===== src/rtl/telem_pkg.sv =====
package telem_pkg;

    // channel count is fixed by the pin-out.
    localparam int NUM_CHAN = 4;

    // one-hot gate word per code channel.
    localparam int GT_W = 3;

    // one-hot data timing word.
    localparam int DT_W = 3;

    // frame phases, in strobe order.
    localparam int PH_V1 = 0;
    localparam int PH_W1 = 1;
    localparam int PH_X8 = 2;
    localparam int PH_Y8 = 3;
    localparam int PH_Z1 = 4;

    localparam int NUM_PH = 5;

    // phase counter width.
    localparam int PH_CNT_W = $clog2(NUM_PH);

    // gcsync must be seen high this many samples in a row.
    localparam int SYNC_FILT_LEN = 3;

endpackage


===== src/rtl/telem_timing_if.sv =====
`timescale 1ns/1ps

interface telem_timing_if;

    logic v1;
    logic w1;
    logic x8;
    logic y8;
    logic z1;

    modport source (
        output v1, w1, x8, y8, z1
    );

    modport sink (
        input v1, w1, x8, y8, z1
    );

endinterface


===== src/rtl/telem_cond_if.sv =====
`timescale 1ns/1ps

interface telem_cond_if;

    logic paav;  // address valid.
    logic resmv; // resume.
    logic codgv;
    logic etcr;
    logic mcft2;
    logic dls;   // channel load.

    modport source (
        output paav, resmv, codgv, etcr, mcft2, dls
    );

    modport sink (
        input paav, resmv, codgv, etcr, mcft2, dls
    );

endinterface


===== src/rtl/telem_pulse_gen.sv =====
`timescale 1ns/1ps

module telem_pulse_gen
    import telem_pkg::*;
(
    input  logic           sim_clk,
    input  logic           reset,
    telem_timing_if.source tim
);

    logic [PH_CNT_W-1:0] ph_cnt;
    logic [NUM_PH-1:0]   ph_dec;
    logic [NUM_PH-1:0]   ph_q;

    // phase about to be issued.
    always_comb begin
        ph_dec = '0;
        ph_dec[ph_cnt] = 1'b1;
    end

    always_ff @(posedge sim_clk) begin
        if (reset) begin
            ph_cnt <= '0;
            ph_q   <= '0; // quiet in reset.
        end else begin
            ph_q <= ph_dec;
            if (ph_cnt == PH_CNT_W'(NUM_PH - 1)) begin
                ph_cnt <= '0;
            end else begin
                ph_cnt <= ph_cnt + 1'b1;
            end
        end
    end

    // one strobe per cycle, v1 first.
    assign tim.v1 = ph_q[PH_V1];
    assign tim.w1 = ph_q[PH_W1];
    assign tim.x8 = ph_q[PH_X8];
    assign tim.y8 = ph_q[PH_Y8];
    assign tim.z1 = ph_q[PH_Z1];

endmodule


===== src/rtl/chan_sequencer.sv =====
`timescale 1ns/1ps

module chan_sequencer
    import telem_pkg::*;
(
    input  logic            sim_clk,
    input  logic            reset,
    telem_timing_if.sink    tim,
    telem_cond_if.sink      cond,
    input  logic            chan_sel,
    input  logic            trp,
    output logic [GT_W-1:0] gt
);

    logic in_s1;
    logic in_s2;
    logic in_s3;
    logic leave_ok;
    logic enabled;
    logic load;
    logic advance;
    logic [GT_W-1:0] gt_rot;

    assign in_s1 = gt[0];
    assign in_s2 = gt[1];
    assign in_s3 = gt[2];

    // one qualifier per state.
    assign leave_ok = (in_s1 & cond.codgv)
                    | (in_s2 & cond.etcr)
                    | (in_s3 & (cond.mcft2 | trp));

    assign enabled = chan_sel & cond.paav & cond.resmv;

    assign load    = tim.y8 & chan_sel & cond.dls;
    assign advance = tim.w1 & enabled & leave_ok;

    // state 1 -> 2 -> 3 -> 1.
    assign gt_rot = {gt[GT_W-2:0], gt[GT_W-1]};

    always_ff @(posedge sim_clk) begin
        if (reset) begin
            gt <= GT_W'(1);
        end else if (load) begin
            // y8 and w1 never coincide.
            gt <= GT_W'(1);
        end else if (advance) begin
            gt <= gt_rot;
        end
    end

endmodule


===== src/rtl/trap_sync.sv =====
`timescale 1ns/1ps

module trap_sync
    import telem_pkg::*;
(
    input  logic         sim_clk,
    input  logic         reset,
    telem_timing_if.sink tim,
    input  logic         tsync,
    input  logic         gcsync,
    input  logic         icr1,
    input  logic         ocr,
    input  logic         tlm,
    output logic         trp,
    output logic         trpc,
    output logic         tcw,
    output logic         syncp
);

    logic                     tsync_meta;
    logic                     tsync_s;
    logic [SYNC_FILT_LEN-1:0] gc_hist;
    logic                     gc_filt;

    always_ff @(posedge sim_clk) begin
        if (reset) begin
            tsync_meta <= 1'b0;
            tsync_s    <= 1'b0;
            gc_hist    <= '0;
        end else begin
            tsync_meta <= tsync;
            tsync_s    <= tsync_meta;
            gc_hist    <= {gc_hist[SYNC_FILT_LEN-2:0], gcsync};
        end
    end

    assign gc_filt = &gc_hist; // full run of high samples.

    // icr1 picks the ground sync.
    always_ff @(posedge sim_clk) begin
        if (reset) begin
            syncp <= 1'b0;
        end else begin
            syncp <= icr1 ? gc_filt : tsync_s;
        end
    end

    // trap and its clear.
    always_ff @(posedge sim_clk) begin
        if (reset) begin
            trp  <= 1'b0;
            trpc <= 1'b0;
        end else begin
            if (tim.z1 && trp) begin
                trpc <= 1'b1;
                trp  <= 1'b0;
            end else if (tim.x8 && syncp && !trpc) begin
                trp <= 1'b1;
            end
            if (tim.y8 && !syncp) begin
                trpc <= 1'b0; // sync gone.
            end
        end
    end

    always_ff @(posedge sim_clk) begin
        if (reset) begin
            tcw <= 1'b0;
        end else if (tim.x8 && (ocr || tlm)) begin
            tcw <= 1'b0;
        end else if (tim.w1 && trp) begin
            tcw <= 1'b1;
        end
    end

endmodule


===== src/rtl/data_timing.sv =====
`timescale 1ns/1ps

module data_timing
    import telem_pkg::*;
(
    input  logic            sim_clk,
    input  logic            reset,
    telem_timing_if.sink    tim,
    input  logic            pabg1v,
    input  logic            pbg2v,
    input  logic            etcr,
    input  logic            dsd,
    input  logic            datav,
    output logic [DT_W-1:0] dt,
    output logic            din
);

    logic dt_load;
    logic dt_step;
    logic din_set;
    logic [DT_W-1:0] dt_rot;

    assign dt_load = tim.y8 & pabg1v;
    assign dt_step = tim.z1 & pbg2v & ~etcr;

    assign dt_rot = {dt[DT_W-2:0], dt[DT_W-1]};

    always_ff @(posedge sim_clk) begin
        if (reset) begin
            dt <= DT_W'(1);
        end else if (dt_load) begin
            dt <= DT_W'(1);
        end else if (dt_step) begin
            dt <= dt_rot; // one step per frame at most.
        end
    end

    // sampled at w1, dropped at z1.
    assign din_set = tim.w1 & ((dsd & dt[0]) | (datav & dt[2]));

    always_ff @(posedge sim_clk) begin
        if (reset) begin
            din <= 1'b0;
        end else if (tim.z1) begin
            din <= 1'b0;
        end else if (din_set) begin
            din <= 1'b1;
        end
    end

endmodule


===== src/rtl/telem_control.sv =====
`timescale 1ns/1ps

module telem_control
    import telem_pkg::*;
(
    input  logic                     sim_clk,
    input  logic                     reset,
    telem_timing_if.sink             tim,
    input  logic                     paav,
    input  logic                     resmv,
    input  logic                     codgv,
    input  logic                     etcr,
    input  logic                     mcft2,
    input  logic                     dls,
    input  logic [NUM_CHAN-1:0]      dc_sel,
    input  logic                     tsync,
    input  logic                     gcsync,
    input  logic                     icr1,
    input  logic                     ocr,
    input  logic                     tlm,
    input  logic                     pabg1v,
    input  logic                     pbg2v,
    input  logic                     dsd,
    input  logic                     datav,
    output logic [NUM_CHAN*GT_W-1:0] chan_gt,
    output logic                     trp,
    output logic                     tcw,
    output logic                     syncp,
    output logic [DT_W-1:0]          dt,
    output logic                     din
);

    logic [GT_W-1:0] gt_w [NUM_CHAN];

    telem_cond_if cond_bus ();

    // shared by all four channels.
    assign cond_bus.paav  = paav;
    assign cond_bus.resmv = resmv;
    assign cond_bus.codgv = codgv;
    assign cond_bus.etcr  = etcr;
    assign cond_bus.mcft2 = mcft2;
    assign cond_bus.dls   = dls;

    for (genvar i = 0; i < NUM_CHAN; i++) begin : g_chan
        chan_sequencer u_seq (
            .sim_clk  (sim_clk),
            .reset    (reset),
            .tim      (tim),
            .cond     (cond_bus),
            .chan_sel (dc_sel[i]),
            .trp      (trp),
            .gt       (gt_w[i])
        );

        assign chan_gt[i*GT_W +: GT_W] = gt_w[i]; // channel 1 low.
    end

    trap_sync u_trap_sync (
        .sim_clk (sim_clk),
        .reset   (reset),
        .tim     (tim),
        .tsync   (tsync),
        .gcsync  (gcsync),
        .icr1    (icr1),
        .ocr     (ocr),
        .tlm     (tlm),
        .trp     (trp),
        .trpc    (),
        .tcw     (tcw),
        .syncp   (syncp)
    );

    data_timing u_data_timing (
        .sim_clk (sim_clk),
        .reset   (reset),
        .tim     (tim),
        .pabg1v  (pabg1v),
        .pbg2v   (pbg2v),
        .etcr    (etcr),
        .dsd     (dsd),
        .datav   (datav),
        .dt      (dt),
        .din     (din)
    );

endmodule


===== src/rtl/telem_top.sv =====
`timescale 1ns/1ps

module telem_top
    import telem_pkg::*;
(
    input  logic                     sim_clk,
    input  logic                     reset,
    input  logic                     paav,
    input  logic                     resmv,
    input  logic                     codgv,
    input  logic                     etcr,
    input  logic                     mcft2,
    input  logic                     dls,
    input  logic [NUM_CHAN-1:0]      dc_sel,
    input  logic                     tsync,
    input  logic                     gcsync,
    input  logic                     icr1,
    input  logic                     ocr,
    input  logic                     tlm,
    input  logic                     pabg1v,
    input  logic                     pbg2v,
    input  logic                     dsd,
    input  logic                     datav,
    output logic [NUM_CHAN*GT_W-1:0] chan_gt,
    output logic                     trp,
    output logic                     tcw,
    output logic                     syncp,
    output logic [DT_W-1:0]          dt,
    output logic                     din
);

    telem_timing_if tim_bus ();

    telem_pulse_gen u_pulse_gen (
        .sim_clk (sim_clk),
        .reset   (reset),
        .tim     (tim_bus)
    );

    telem_control u_control (
        .sim_clk (sim_clk),
        .reset   (reset),
        .tim     (tim_bus),
        .paav    (paav),
        .resmv   (resmv),
        .codgv   (codgv),
        .etcr    (etcr),
        .mcft2   (mcft2),
        .dls     (dls),
        .dc_sel  (dc_sel),
        .tsync   (tsync),
        .gcsync  (gcsync),
        .icr1    (icr1),
        .ocr     (ocr),
        .tlm     (tlm),
        .pabg1v  (pabg1v),
        .pbg2v   (pbg2v),
        .dsd     (dsd),
        .datav   (datav),
        .chan_gt (chan_gt),
        .trp     (trp),
        .tcw     (tcw),
        .syncp   (syncp),
        .dt      (dt),
        .din     (din)
    );

endmodule


===== config.mk =====
export PLATFORM = sky130hd
export DESIGN_NAME = telem_top
export DESIGN_NICKNAME = d
export VERILOG_FILES = /design/src/rtl/telem_pkg.sv /design/src/rtl/telem_timing_if.sv /design/src/rtl/telem_cond_if.sv /design/src/rtl/telem_pulse_gen.sv /design/src/rtl/chan_sequencer.sv /design/src/rtl/trap_sync.sv /design/src/rtl/data_timing.sv /design/src/rtl/telem_control.sv /design/src/rtl/telem_top.sv
export SDC_FILE = /design/constraint.sdc
export NUM_CORES = 1
export LEC_CHECK = 0
export BUFFER_PORTS_ARGS = -buffer_cell sky130_fd_sc_hd__buf_2
export CAP_MARGIN = 20
export CORE_MARGIN = 2
export CORE_UTILIZATION = 50
export DETAILED_ROUTE_END_ITERATION = 8
export HOLD_SLACK_MARGIN = 0.08
export PLACE_DENSITY_LB_ADDON = 0.3
export SLEW_MARGIN = 0
export SYNTH_ARGS = -nofsm -noshare
export SYNTH_HDL_FRONTEND = slang
export SYNTH_SLANG_ARGS = --single-unit

===== constraint.sdc =====
create_clock -name sim_clk -period 1.4 [get_ports sim_clk]
set_input_delay 0.21 -clock sim_clk [delete_from_list [all_inputs] [get_ports sim_clk]]
set_output_delay 0.21 -clock sim_clk [all_outputs]
set_load 0.1 [all_outputs]

== Word level (Yosys, flattened, before mapping) ==
Index checks and enable logic that the tools add are counted.
Operators by class
  add/sub/neg operators: 1
  magnitude comparators: 2
  equality and inequality tests: 1
  multiplexer cells: 3
  bitwise gates (word level): 53
  reductions and logical operators: 21
Operators by type and width (number)
  1-bit AND: 42
  2-bit OR reduction: 10
  1-bit OR: 10
  1-bit logical AND: 7
  3-bit by 4-bit less-than comparator with 1-bit output (second input constant): 1
  3-bit by 1-bit adder with 3-bit output (second input constant): 1
  1-bit demux with 3-bit select: 1
  3-bit == test (second input constant): 1
  3-bit by 1-bit >= comparator with 1-bit output (second input constant): 1
  3-bit AND reduction: 1
  1-bit logical NOT: 2
  1-bit two-way mux: 2
  1-bit logical OR: 1
  1-bit inverter: 1
Storage, ports and cells
  flip-flop bits (word level): 33
  input bits: 21
  word-level logic and storage cells: 96

== Logic depth before layout (Yosys ltp) ==
Gate-level depths: netlist (run 1).
  word-level depth: 4
  mapped depth: 5
  depth with buffers taken out: 5

== Cells and area by module ==
A second synthesis (run 1) with hierarchy kept.
Second synthesis, totals
  cells, all modules: 130
  area total of the unflattened synthesis: 1392.6 sq um
Modules (own cells, without submodules)
  chan_sequencer: instances 4, cells an instance 16, area an instance 163.9 sq um, sequential area each 60.1 sq um
  trap_sync: instances 1, cells an instance 26, area an instance 290.3 sq um, sequential area each 180.2 sq um
  telem_pulse_gen: instances 1, cells an instance 25, area an instance 276.5 sq um, sequential area each 160.2 sq um
  data_timing: instances 1, cells an instance 15, area an instance 170.2 sq um, sequential area each 80.1 sq um

== Worst setup path after synthesis (run 1) ==
OpenSTA, ideal clock, no wires.
  kind: register to register
  from: reg u_control.u_trap_sync.trp
  to: reg u_control.g_chan[3].u_seq.gt[2]
  library setup time: 0.117 ns
  arrival time: 1.693 ns
  required time: 1.283 ns
  setup slack: -0.411 ns
  cell stages (with the launch flop): 5
  cells stage by stage: dfxtp_1 -> buf_2 -> nor2_1 -> a21o_1 -> a32o_1
Between the ends
  word-level cells in the longest chain between the ends: 4
Ends and longest elaborated chain
  start: declaration: line trap_sync.sv:14  | output logic trp,
  start signal: assignment: line trap_sync.sv:51  | trp <= 1'b0;
  start signal: assignment: line trap_sync.sv:56  | trp <= 1'b0;
  start signal: assignment: line trap_sync.sv:58  | trp <= 1'b1;
  1-bit OR: line chan_sequencer.sv:31  | | (in_s3 & (cond.mcft2 | trp));
  1-bit AND: line chan_sequencer.sv:31
  1-bit OR: line chan_sequencer.sv:31
  1-bit AND: line chan_sequencer.sv:36  | assign advance = tim.w1 & enabled & leave_ok;
  end signal: assignment: line chan_sequencer.sv:48  | gt <= gt_rot;
  end: declaration: line chan_sequencer.sv:12  | output logic [GT_W-1:0] gt
No other way between the ends.
A chain may end at the register's enable or synchronous reset.

== Final worst setup path (run 1) ==
  from: reg u_control.g_chan[0].u_seq.gt[0]
  to: out chan_gt[0]
RTL lines
  start: declaration: line chan_sequencer.sv:12
  start signal: assignment: line chan_sequencer.sv:48
  end: declaration: line telem_top.sv:24  | output logic [NUM_CHAN*GT_W-1:0] chan_gt,
No word-level cell between the ends.

==> metrics.txt, run 1 <==
Setup Viol. Count Final=0; Syn Nets=175; CP cell instances=buf_2; Cell Pwr Density=1180 mW/mm^2; RSZ-0062 raised after global routing=false; Die Height=56.7 um; post-synthesis sequential area ratio=0.461; Antenna Violating Nets Remaining=0; synth warn=0; Post-CTS Setup Bufs=0; IO Count=40; dpl cells=215; Die W=between 50 and 60 um; synthesized area=around 0.0014 sq mm; CTS Buf Count=5; GPL Wtd Cong=0.849; EDFF count, synth=0; starting DRC count in detailed routing=50; outcome=completed; Achievable Freq=745 MHz; Rel. slew slack=0.674; signal arrival time at the worst endpoint=1.13 ns; layout cells sized above 1=0.339; area grow syn2layout=20.0%; Cells after Synth=152; Critical Path Source Type=flip-flop; largest net degree at the start of global routing=27; Reg2Reg Depth=3; DRC viols=0; initial antenna violation count=0; final worst path period need=1.34 ns; Clock Skews=0.0176 ns; Initial Utilization=0.517; WS Path Type=reg2out; worst flop-to-flop path endpoint=u_control.g_chan[0].u_seq.gt[2]; Total Power=1.97 mW; library cells used by synthesis=29; post-synth top area cell=dfxtp_1; Main synth FF type=dfxtp_1; synth top area cells=dfxtp_1 (46%), mux2i_1 (5.0%), o21ai_0 (4.3%), nor2_1 (4.3%), a32oi_1 (3.2%); kind of cell adding the most delay to the critical path=buffers and inverters; Reg clk slew, reported paths=~0.10 ns; synth cell count leaders=dfxtp_1 (32), nor2_1 (16), o21ai_0 (12); Clock Path Buffers=2; WP data required=1.19 ns; most common cell in the synthesized netlist=dfxtp_1; port bufs=39; worst hold endpoint=u_control.u_trap_sync.gc_hist[0]; grt ovf=0; row count=19; Worst setup EP type=output port; Clk Latency, worst-skew pair=between 0.3 and 0.4 ns; DR vias/cell=5.73; worst-margin pin slew=0.492 ns; first element of the critical path=u_control.g_chan[0].u_seq.gt[0]; period utilization=0.958; final WL=3220 um; Leak=0.682 nW; hold path depth=2; fin. max-slew vios=0; Clock Sinks=32; Finished Layout Cells=223; Async SR Flop Fraction=0; Max-Cap Viols=0; Placed Area=0.00161 sq mm; core area=0.00269 sq mm; Worst R2R Start=u_control.g_chan[0].u_seq.gt[0]; first-pass GRT wire length=5110 um; slowest CP cell=buf_2; n_diodes=0; DP HPWL=2360 um; layout net count=between 200 and 250; hold crit path type=in2reg; Final Hold Vio Count=0; worst path buffer plus inverter count=1; drt wl/cell=14.4 um; Worst VDD drop=0.811 mV; worst hold start=gcsync; CTS Root Buffer Type=clkbuf_4; die area=0.00322 sq mm; share of the synthesized area in the top cell type=0.461; first-pass iteration count of the detailed router=4; flop2flop setup slack=0.16 ns; GR Util All Layers=0.207; cell area after layout=0.00167 sq mm; number of global-route vias before repair=1,180; CTS H-tree depth=2; Crit path largest cell delay=0.42 ns; Avg Cell Area, Syn=9.14 sq um; Vias=1,277; critical path peak fanout=5; CTS tree=done; Synth Register Bits=32
==> power breakdown <==
part           internal (mW)  switching, mW  total [mW]
logic                  0.103          0.312       0.415
registers              0.963         0.0500        1.01
clock network          0.248          0.290       0.538
total                   1.31          0.652        1.97
==> kinds of logic after synthesis <==
kind of cell,Yosys count,share of synthesized area
AOI/OAI and AO/OA,51,0.258
adders and majority gates,2,0.0180
buffers and inverters,16,0.0577
DFF,32,0.461
muxes,7,0.0505
and+or+nand+nor,44,0.155
==> sequential cells by signal (all words and copies together) (netlist names) <==
register and count:
u_control.u_trap_sync.tcw 1, u_control.u_data_timing.dt 3, u_pulse_gen.ph_cnt 3, u_control.u_trap_sync.trpc 1
u_control.u_data_timing.din 1, u_control.u_trap_sync.tsync_s 1, u_control.u_trap_sync.trp 1, u_pulse_gen.ph_q 4
u_control.g_chan.u_seq.gt 12, u_control.u_trap_sync.syncp 1, u_control.u_trap_sync.gc_hist 3, u_control.u_trap_sync.tsync_meta 1
==> final cells by class <==
type,instances,area (sq um)
clock buffers,8,58.8
fillers,234,1020
multi-input cells,104,668
repair buffers,39,198
well taps,31,38.8
inverters,9,33.8
flip-flops and latches,32,669
==> what timing repair did <==
item                       in CTS  in global routing
setup endpoints to repair       0                  1
resized for setup               0                  1
hold buffers                    0                  0
==> cell usage in the layout (no fill, tap or decap), drive strengths merged, types with 2 or more instances in the layout <==
| cell | count |
|---|---|
| buf | 38 |
| a22oi | 4 |
| nand4 | 5 |
| a211oi | 2 |
| a31o | 4 |
| mux2i | 7 |
| a21oi | 8 |
| inv | 9 |
| nor3 | 3 |
| clkbuf | 9 |
| nor2 | 16 |
| a32oi | 5 |
| dfxtp | 32 |
| nand2 | 8 |
| a21o | 5 |
| nor2b | 6 |
| o21ai | 12 |
| ha | 2 |
| a31oi | 4 |
| a32o | 4 |
| nor4 | 3 |
==> per-stage QoR <==
stage	utilization	hold slack, ns	setup TNS [ns]	setup slack [ns]
after global placement	0.598	0.427	0	0.265
after global routing	0.620	0.126	0	0.0207
after detailed placement	0.598	0.431	0	0.207
after CTS	0.619	0.0939	0	0.0119
after floorplan	-	0.338	-0.00464	-0.00464
final	0.620	0.104	0	0.0585
==> metal layers <==
metal	track usage	wire length [um]	vias to the layer above
met3	0.0461	238	9
met5	0	0	-
met4	0.102	70	0
met2	0.362	1590	59
li1	-	-	640
met1	0.235	1320	569
==> worst max-delay path by stage <==
stage               cells past startpoint                               to  slack, ns
finish                                  1                       chan_gt[0]       0.06
global route                            1                       chan_gt[9]       0.02
CTS                                     1                              trp       0.01
detailed placement                      3  u_control.g_chan[2].u_seq.gt[2]       0.21
global placement                        4  u_control.g_chan[1].u_seq.gt[2]       0.27
floorplan                               3  u_control.g_chan[3].u_seq.gt[2]     -0.005
(Power assumes the default switching activity.)
==> inputs of run 2 (changes only) <==
PLACE_DENSITY = 0.86   (was not set)
PLACE_DENSITY_LB_ADDON = not set   (was 0.3)
==> run 2 against run 1 <==
- die area did not move
- critical path type unchanged
- total power fell by 0.20%
- design area rose by 0.90%
- via count rose by 5.4%
- global-route usage fell by 0.75 points
==> metrics.txt, run 2 (same netlist as run 1, synthesis figures left out) <==
hold crit path type=in2reg (unchanged); setup_tns=0 ns (unchanged); cell area after layout=0.00168 sq mm (was 0.00167 sq mm); Fillers=240 (was 234); row count=19 (unchanged); grt ovf=0 (unchanged); dpl ws=0.223 ns (was 0.207 ns); Worst setup EP type=output port (unchanged); area occupied by multi-input gates=668 sq um (unchanged); n_diodes=0 (unchanged); Clock Skews=0.00470 ns (was 0.0176 ns); Vias=1,346 (was 1,277); signal arrival time at the worst endpoint=1.14 ns (was 1.13 ns); GR Util All Layers=0.200 (was 0.207); largest net degree at the start of global routing=27 (unchanged); Register Area=669 sq um (unchanged); WS Path Type=reg2out (unchanged); DRC viols=0 (unchanged); CP cell instances=buf_2 (unchanged); fin. max-slew vios=0 (unchanged); Crit path largest cell delay=0.44 ns (was 0.42 ns); first-pass GRT wire length=5000 um (was 5110 um); Max-Cap Viols=0 (unchanged); Rel. slew slack=0.666 (was 0.674); Cell Pwr Density=1170 mW/mm^2 (was 1180 mW/mm^2); Clock Path Buffers=2 (unchanged); CTS tree=done (unchanged); outcome=completed (unchanged); slowest CP cell=buf_2 (unchanged); worst path buffer plus inverter count=1 (unchanged); Placed Area=0.00161 sq mm (unchanged); area grow syn2layout=21.1% (was 20.0%); commonest non-fill, non-tap cells in the layout=buf_2 (37), dfxtp_1 (17), nor2_1 (16) (was buf_2 (38), dfxtp_1 (17), nor2_1 (16)); final worst path period need=1.35 ns (was 1.34 ns); CTS Buf Count=5 (unchanged); Critical Path Source Type=flip-flop (unchanged); Reg clk slew, reported paths=0.09 ns (was 0.10 ns); Achievable Freq=739 MHz (was 745 MHz); Final WS setup=0.0472 ns (was 0.0585 ns); Die W=56.7 um (unchanged); Setup Viol. Count Final=0 (unchanged); GPL Wtd Cong=0.862 (was 0.849); layout cells sized above 1=0.347 (was 0.339); Post-CTS Setup Bufs=0 (unchanged); RSZ-0062 raised after global routing=false (unchanged); max reg flops=12 (unchanged); initial antenna violation count=0 (unchanged); Most flops, register=u_control.g_chan.u_seq.gt (unchanged); WP data required=1.19 ns (about the same); Final Hold Vio Count=0 (unchanged); Clk Latency, worst-skew pair=0.33 ns (about the same); Leak=0.691 nW (was 0.682 nW); critical path peak fanout=4 (was 5); port bufs=39 (unchanged); drt wl/cell=13.8 um (was 14.4 um); biggest registers after layout=u_control.g_chan.u_seq.gt (12), u_pulse_gen.ph_q (4) (unchanged); DP HPWL=2280 um (was 2360 um); Initial Utilization=0.517 (unchanged); die area=0.00322 sq mm (unchanged); most common cell after layout, fill and taps aside=buf_2 (unchanged); worst hold slack=0.0886 ns (was 0.104 ns); Die Height=56.7 um (unchanged); final WL=3090 um (was 3220 um); first-pass iteration count of the detailed router=4 (unchanged); worst-margin pin slew=0.504 ns (was 0.492 ns); CTS Root Buffer Type=clkbuf_4 (unchanged); core area=0.00269 sq mm (unchanged); number of global-route vias before repair=1,181 (was 1,180); Antenna Violating Nets Remaining=0 (unchanged); layout net count=215 (was 214); DR vias/cell=6.01 (was 5.73); Clock Sinks=32 (unchanged); IO Count=40 (unchanged); period utilization=0.966 (was 0.958); Worst VDD drop=0.957 mV (was 0.811 mV); CTS H-tree depth=2 (unchanged); starting DRC count in detailed routing=59 (was 50); kind of cell adding the most delay to the critical path=buffers and inverters (unchanged)
## run 2: layer usage
layer | wire length [um] | global-route usage | vias to the layer above
met5 | 0 | 0 | -
met2 | 1500 | 0.307 | 70
met3 | 280 | 0.0691 | 13
met4 | 99 | 0.0986 | 0
met1 | 1210 | 0.247 | 616
li1 | - | - | 647
## run 2: repair_timing
item                                    in CTS  in global routing
pin swaps                                    0                  0
hold endpoints to repair                     0                  1
gates resized for setup                      1                  1
endpoints found under the setup margin       1                  1
hold buffers                                 0                  1
## run 2: cell type report
cell class	instances	share of cell area
clock inverters	2	0.00595
clock buffers	6	0.0305
well taps	31	0.0231
flip-flops and latches	32	0.398
repair buffers	40	0.125
inverters	9	0.0201
multi-input cells	104	0.397
## run 2: path summary, 6_finish.rpt
kind	from	to	slack, ns	cells past startpoint
worst min register to register	u_control.u_trap_sync.tsync_meta	u_control.u_trap_sync.tsync_s	0.46	1
worst max-delay path	u_control.g_chan[0].u_seq.gt[1]	chan_gt[1]	0.05	1
worst max register to register	u_pulse_gen.ph_q[3]	u_control.g_chan[1].u_seq.gt[2]	0.21	2
worst min-delay path	gcsync	u_control.u_trap_sync.gc_hist[0]	0.09	2
## run 2: metrics by stage
step / cells / utilization / power [mW]
detailed placement: 215 / 0.598 / 1.45
finish: 224 / 0.626 / 1.96
floorplan: 152 / - / 1.36
global route: 224 / 0.626 / 2.05
global placement: 215 / 0.598 / 1.43
CTS: 223 / 0.621 / 1.98
## run 2: where the power goes
part / total [mW] / switching, mW / internal (mW)
Clock: 0.534 / 0.295 / 0.238
Combinational: 0.416 / 0.310 / 0.106
Sequential: 1.01 / 0.0494 / 0.963
==> inputs of run 3 (changes only) <==
--- a/config.mk
+++ b/config.mk
@@ -8,3 +8,3 @@
 export BUFFER_PORTS_ARGS = -buffer_cell sky130_fd_sc_hd__buf_2
-export CAP_MARGIN = 20
+export CAP_MARGIN = 30
 export CORE_MARGIN = 2
@@ -12,2 +12,3 @@
 export DETAILED_ROUTE_END_ITERATION = 8
+export GPL_TIMING_DRIVEN = 0
 export HOLD_SLACK_MARGIN = 0.08
==> constraint.sdc (replaced) <==
create_clock -name sim_clk -period 1.4 [get_ports sim_clk]
set_input_delay 0.28 -clock sim_clk [delete_from_list [all_inputs] [get_ports sim_clk]]
set_output_delay 0.28 -clock sim_clk [all_outputs]
set_load 0.1 [all_outputs]
==> run 3 against run 2 <==
- clock power grew 28%
- global-route usage up 2.2 points
- sequential share of layout area is 1.9 points lower
- register-to-register slack barely moved
- via count is 1.6% lower
- fmax up 4.2%
- combinational power grew 7.0%
- routed wire length up 8.7%
- critical endpoint is now chan_gt[9]
==> metrics.txt, run 3 (same netlist as run 1, synthesis figures left out) <==
outcome=completed (unchanged); Hold-fix buffers, CTS=0 (unchanged); Register Area=669 sq um (unchanged); Clk Latency, worst-skew pair=0.34 ns (was 0.33 ns); cell area after layout=0.00177 sq mm (was 0.00168 sq mm); Total Power=2.14 mW (was 1.96 mW); Final WS setup=0.102 ns (was 0.0472 ns); CTS tree=done (unchanged); flop2flop setup slack=0.21 ns (about the same); port bufs=37 (was 39); max reg flops=12 (unchanged); number of global-route vias before repair=1,267 (was 1,181); Switching Share=0.316 (was 0.334); Post-CTS Setup Bufs=0 (unchanged); final WL=3360 um (was 3090 um); Final Hold Vio Count=0 (unchanged); Initial Utilization=0.517 (unchanged); Setup Viol. Count Final=0 (unchanged); WS Path Type=reg2out (unchanged); critical path peak fanout=5 (was 4); GPL Wtd Cong=0.849 (was 0.862); DR vias/cell=5.81 (was 6.01); Die Height=56.7 um (unchanged); Worst setup EP type=output port (unchanged); Placed Area=0.00164 sq mm (was 0.00161 sq mm); Leak=0.719 nW (was 0.691 nW); CTS Buf Count=5 (unchanged); Sequential Power Share=0.472 (was 0.516); CP cell instances=buf_4 (was buf_2); layout net count=219 (was 215); layout cells sized above 1=0.355 (was 0.347); most common cell after layout, fill and taps aside=buf_2 (unchanged); Max-Cap Viols=0 (unchanged); setup_tns=0 ns (unchanged); Vias=1,324 (was 1,346); IO Count=40 (unchanged); Antenna Violating Nets Remaining=0 (unchanged); Clock Sinks=32 (unchanged); GR Util All Layers=0.222 (was 0.200); n_diodes=0 (unchanged); signal arrival time at the worst endpoint=1.02 ns (was 1.14 ns); slowest CP cell=dfxtp_2 (was buf_2); utilization after layout=0.657 (was 0.626); DRC viols=0 (unchanged); initial antenna violation count=0 (unchanged); dpl cells=220 (was 215); period utilization=0.927 (was 0.966); commonest non-fill, non-tap cells in the layout=buf_2 (22), dfxtp_1 (17), nor2_1 (16) (was buf_2 (37), dfxtp_1 (17), nor2_1 (16)); Int Pwr=1.46 mW (was 1.31 mW); RSZ-0062 raised after global routing=false (unchanged); largest net degree at the start of global routing=11 (was 27); Clock Path Buffers=2 (unchanged); Cell Pwr Density=1210 mW/mm^2 (was 1170 mW/mm^2); starting DRC count in detailed routing=82 (was 59); first-pass GRT wire length=5360 um (was 5000 um); Critical Path Source Type=flip-flop (unchanged); biggest registers after layout=u_control.g_chan.u_seq.gt (12), u_pulse_gen.ph_q (4) (unchanged); core area=0.00269 sq mm (unchanged); Clock Power Share=0.320 (was 0.272); Worst VDD drop=1.01 mV (was 0.957 mV); Psw=0.675 mW (was 0.655 mW); area grow syn2layout=27.1% (was 21.1%); CTS Root Buffer Type=clkbuf_4 (unchanged); Fillers=224 (was 240); area occupied by multi-input gates=668 sq um (unchanged); worst hold slack=0.149 ns (was 0.0886 ns); Achievable Freq=771 MHz (was 739 MHz); grt ovf=0 (unchanged); fin. max-slew vios=0 (unchanged); CTS H-tree depth=2 (unchanged); final worst path period need=1.30 ns (was 1.35 ns); Finished Layout Cells=228 (was 224); WP data required=1.12 ns (was 1.19 ns); drt wl/cell=14.7 um (was 13.8 um); kind of cell adding the most delay to the critical path=flip-flops (was buffers and inverters); Reg clk slew, reported paths=0.10 ns (was 0.09 ns); die area=0.00322 sq mm (unchanged); row count=19 (unchanged); Die W=56.7 um (unchanged); hold crit path type=in2reg (unchanged); Logic pwr share=0.208 (was 0.212); Clock Skews=0.00811 ns (was 0.00470 ns); DP HPWL=2510 um (was 2280 um); worst path buffer plus inverter count=1 (unchanged); Most flops, register=u_control.g_chan.u_seq.gt (unchanged); dpl ws=0.139 ns (was 0.223 ns); first-pass iteration count of the detailed router=4 (unchanged); Crit path largest cell delay=0.38 ns (was 0.44 ns); worst-margin pin slew=0.382 ns (was 0.504 ns); Rel. slew slack=0.744 (was 0.666)
## run 3: cell type report
cell class | instances | share of cell area
clock inverters | 2 | 0.0198
plain buffers | 7 | 0.0262
inverters | 9 | 0.0191
repair buffers | 37 | 0.132
clock buffers | 6 | 0.0234
flip-flops and latches | 32 | 0.379
multi-input cells | 104 | 0.378
well taps | 31 | 0.0220
## run 3: path summary, 6_finish.rpt
kind                                                      start                          endpoint  cells after the start
worst max-delay path            u_control.g_chan[3].u_seq.gt[0]                        chan_gt[9]                      1
worst min-delay path                                     gcsync  u_control.u_trap_sync.gc_hist[0]                      2
worst max register to register        u_control.u_trap_sync.trp   u_control.g_chan[0].u_seq.gt[2]                      4
worst min register to register    u_control.u_trap_sync.tsync_s       u_control.u_trap_sync.syncp                      2
## run 3: routing by layer
layer / up-vias / GRT usage / routed length, um
li1: 649 / - / -
met4: 0 / 0.0986 / 50
met2: 54 / 0.384 / 1720
met5: - / 0 / 0
met1: 616 / 0.243 / 1360
met3: 5 / 0.0783 / 235
## run 3: power groups by stage
stage | logic (mW) | registers (mW) | clock network, mW
2_1_floorplan | 0.140 | 1.22 | 0
3_3_place_gp | 0.415 | 1.02 | 0
3_5_place_dp | 0.428 | 1.03 | 0
4_1_cts | 0.444 | 1.01 | 0.695
5_1_grt | 0.473 | 1.02 | 0.745
6_report | 0.445 | 1.01 | 0.685
## run 3: repair_timing
action	4_1_cts	5_1_grt
hold endpoints to repair	0	0
resized for setup	12	7
endpoints found under the setup margin	12	7
## run 3: worst reg2reg max path: cells and delay by family (launching register included)
family	cells	cell delay [ns]
and+or+nand+nor	1	0.28
AOI/OAI and AO/OA	2	0.34
buffers and inverters	1	0.17
DFF	1	0.35
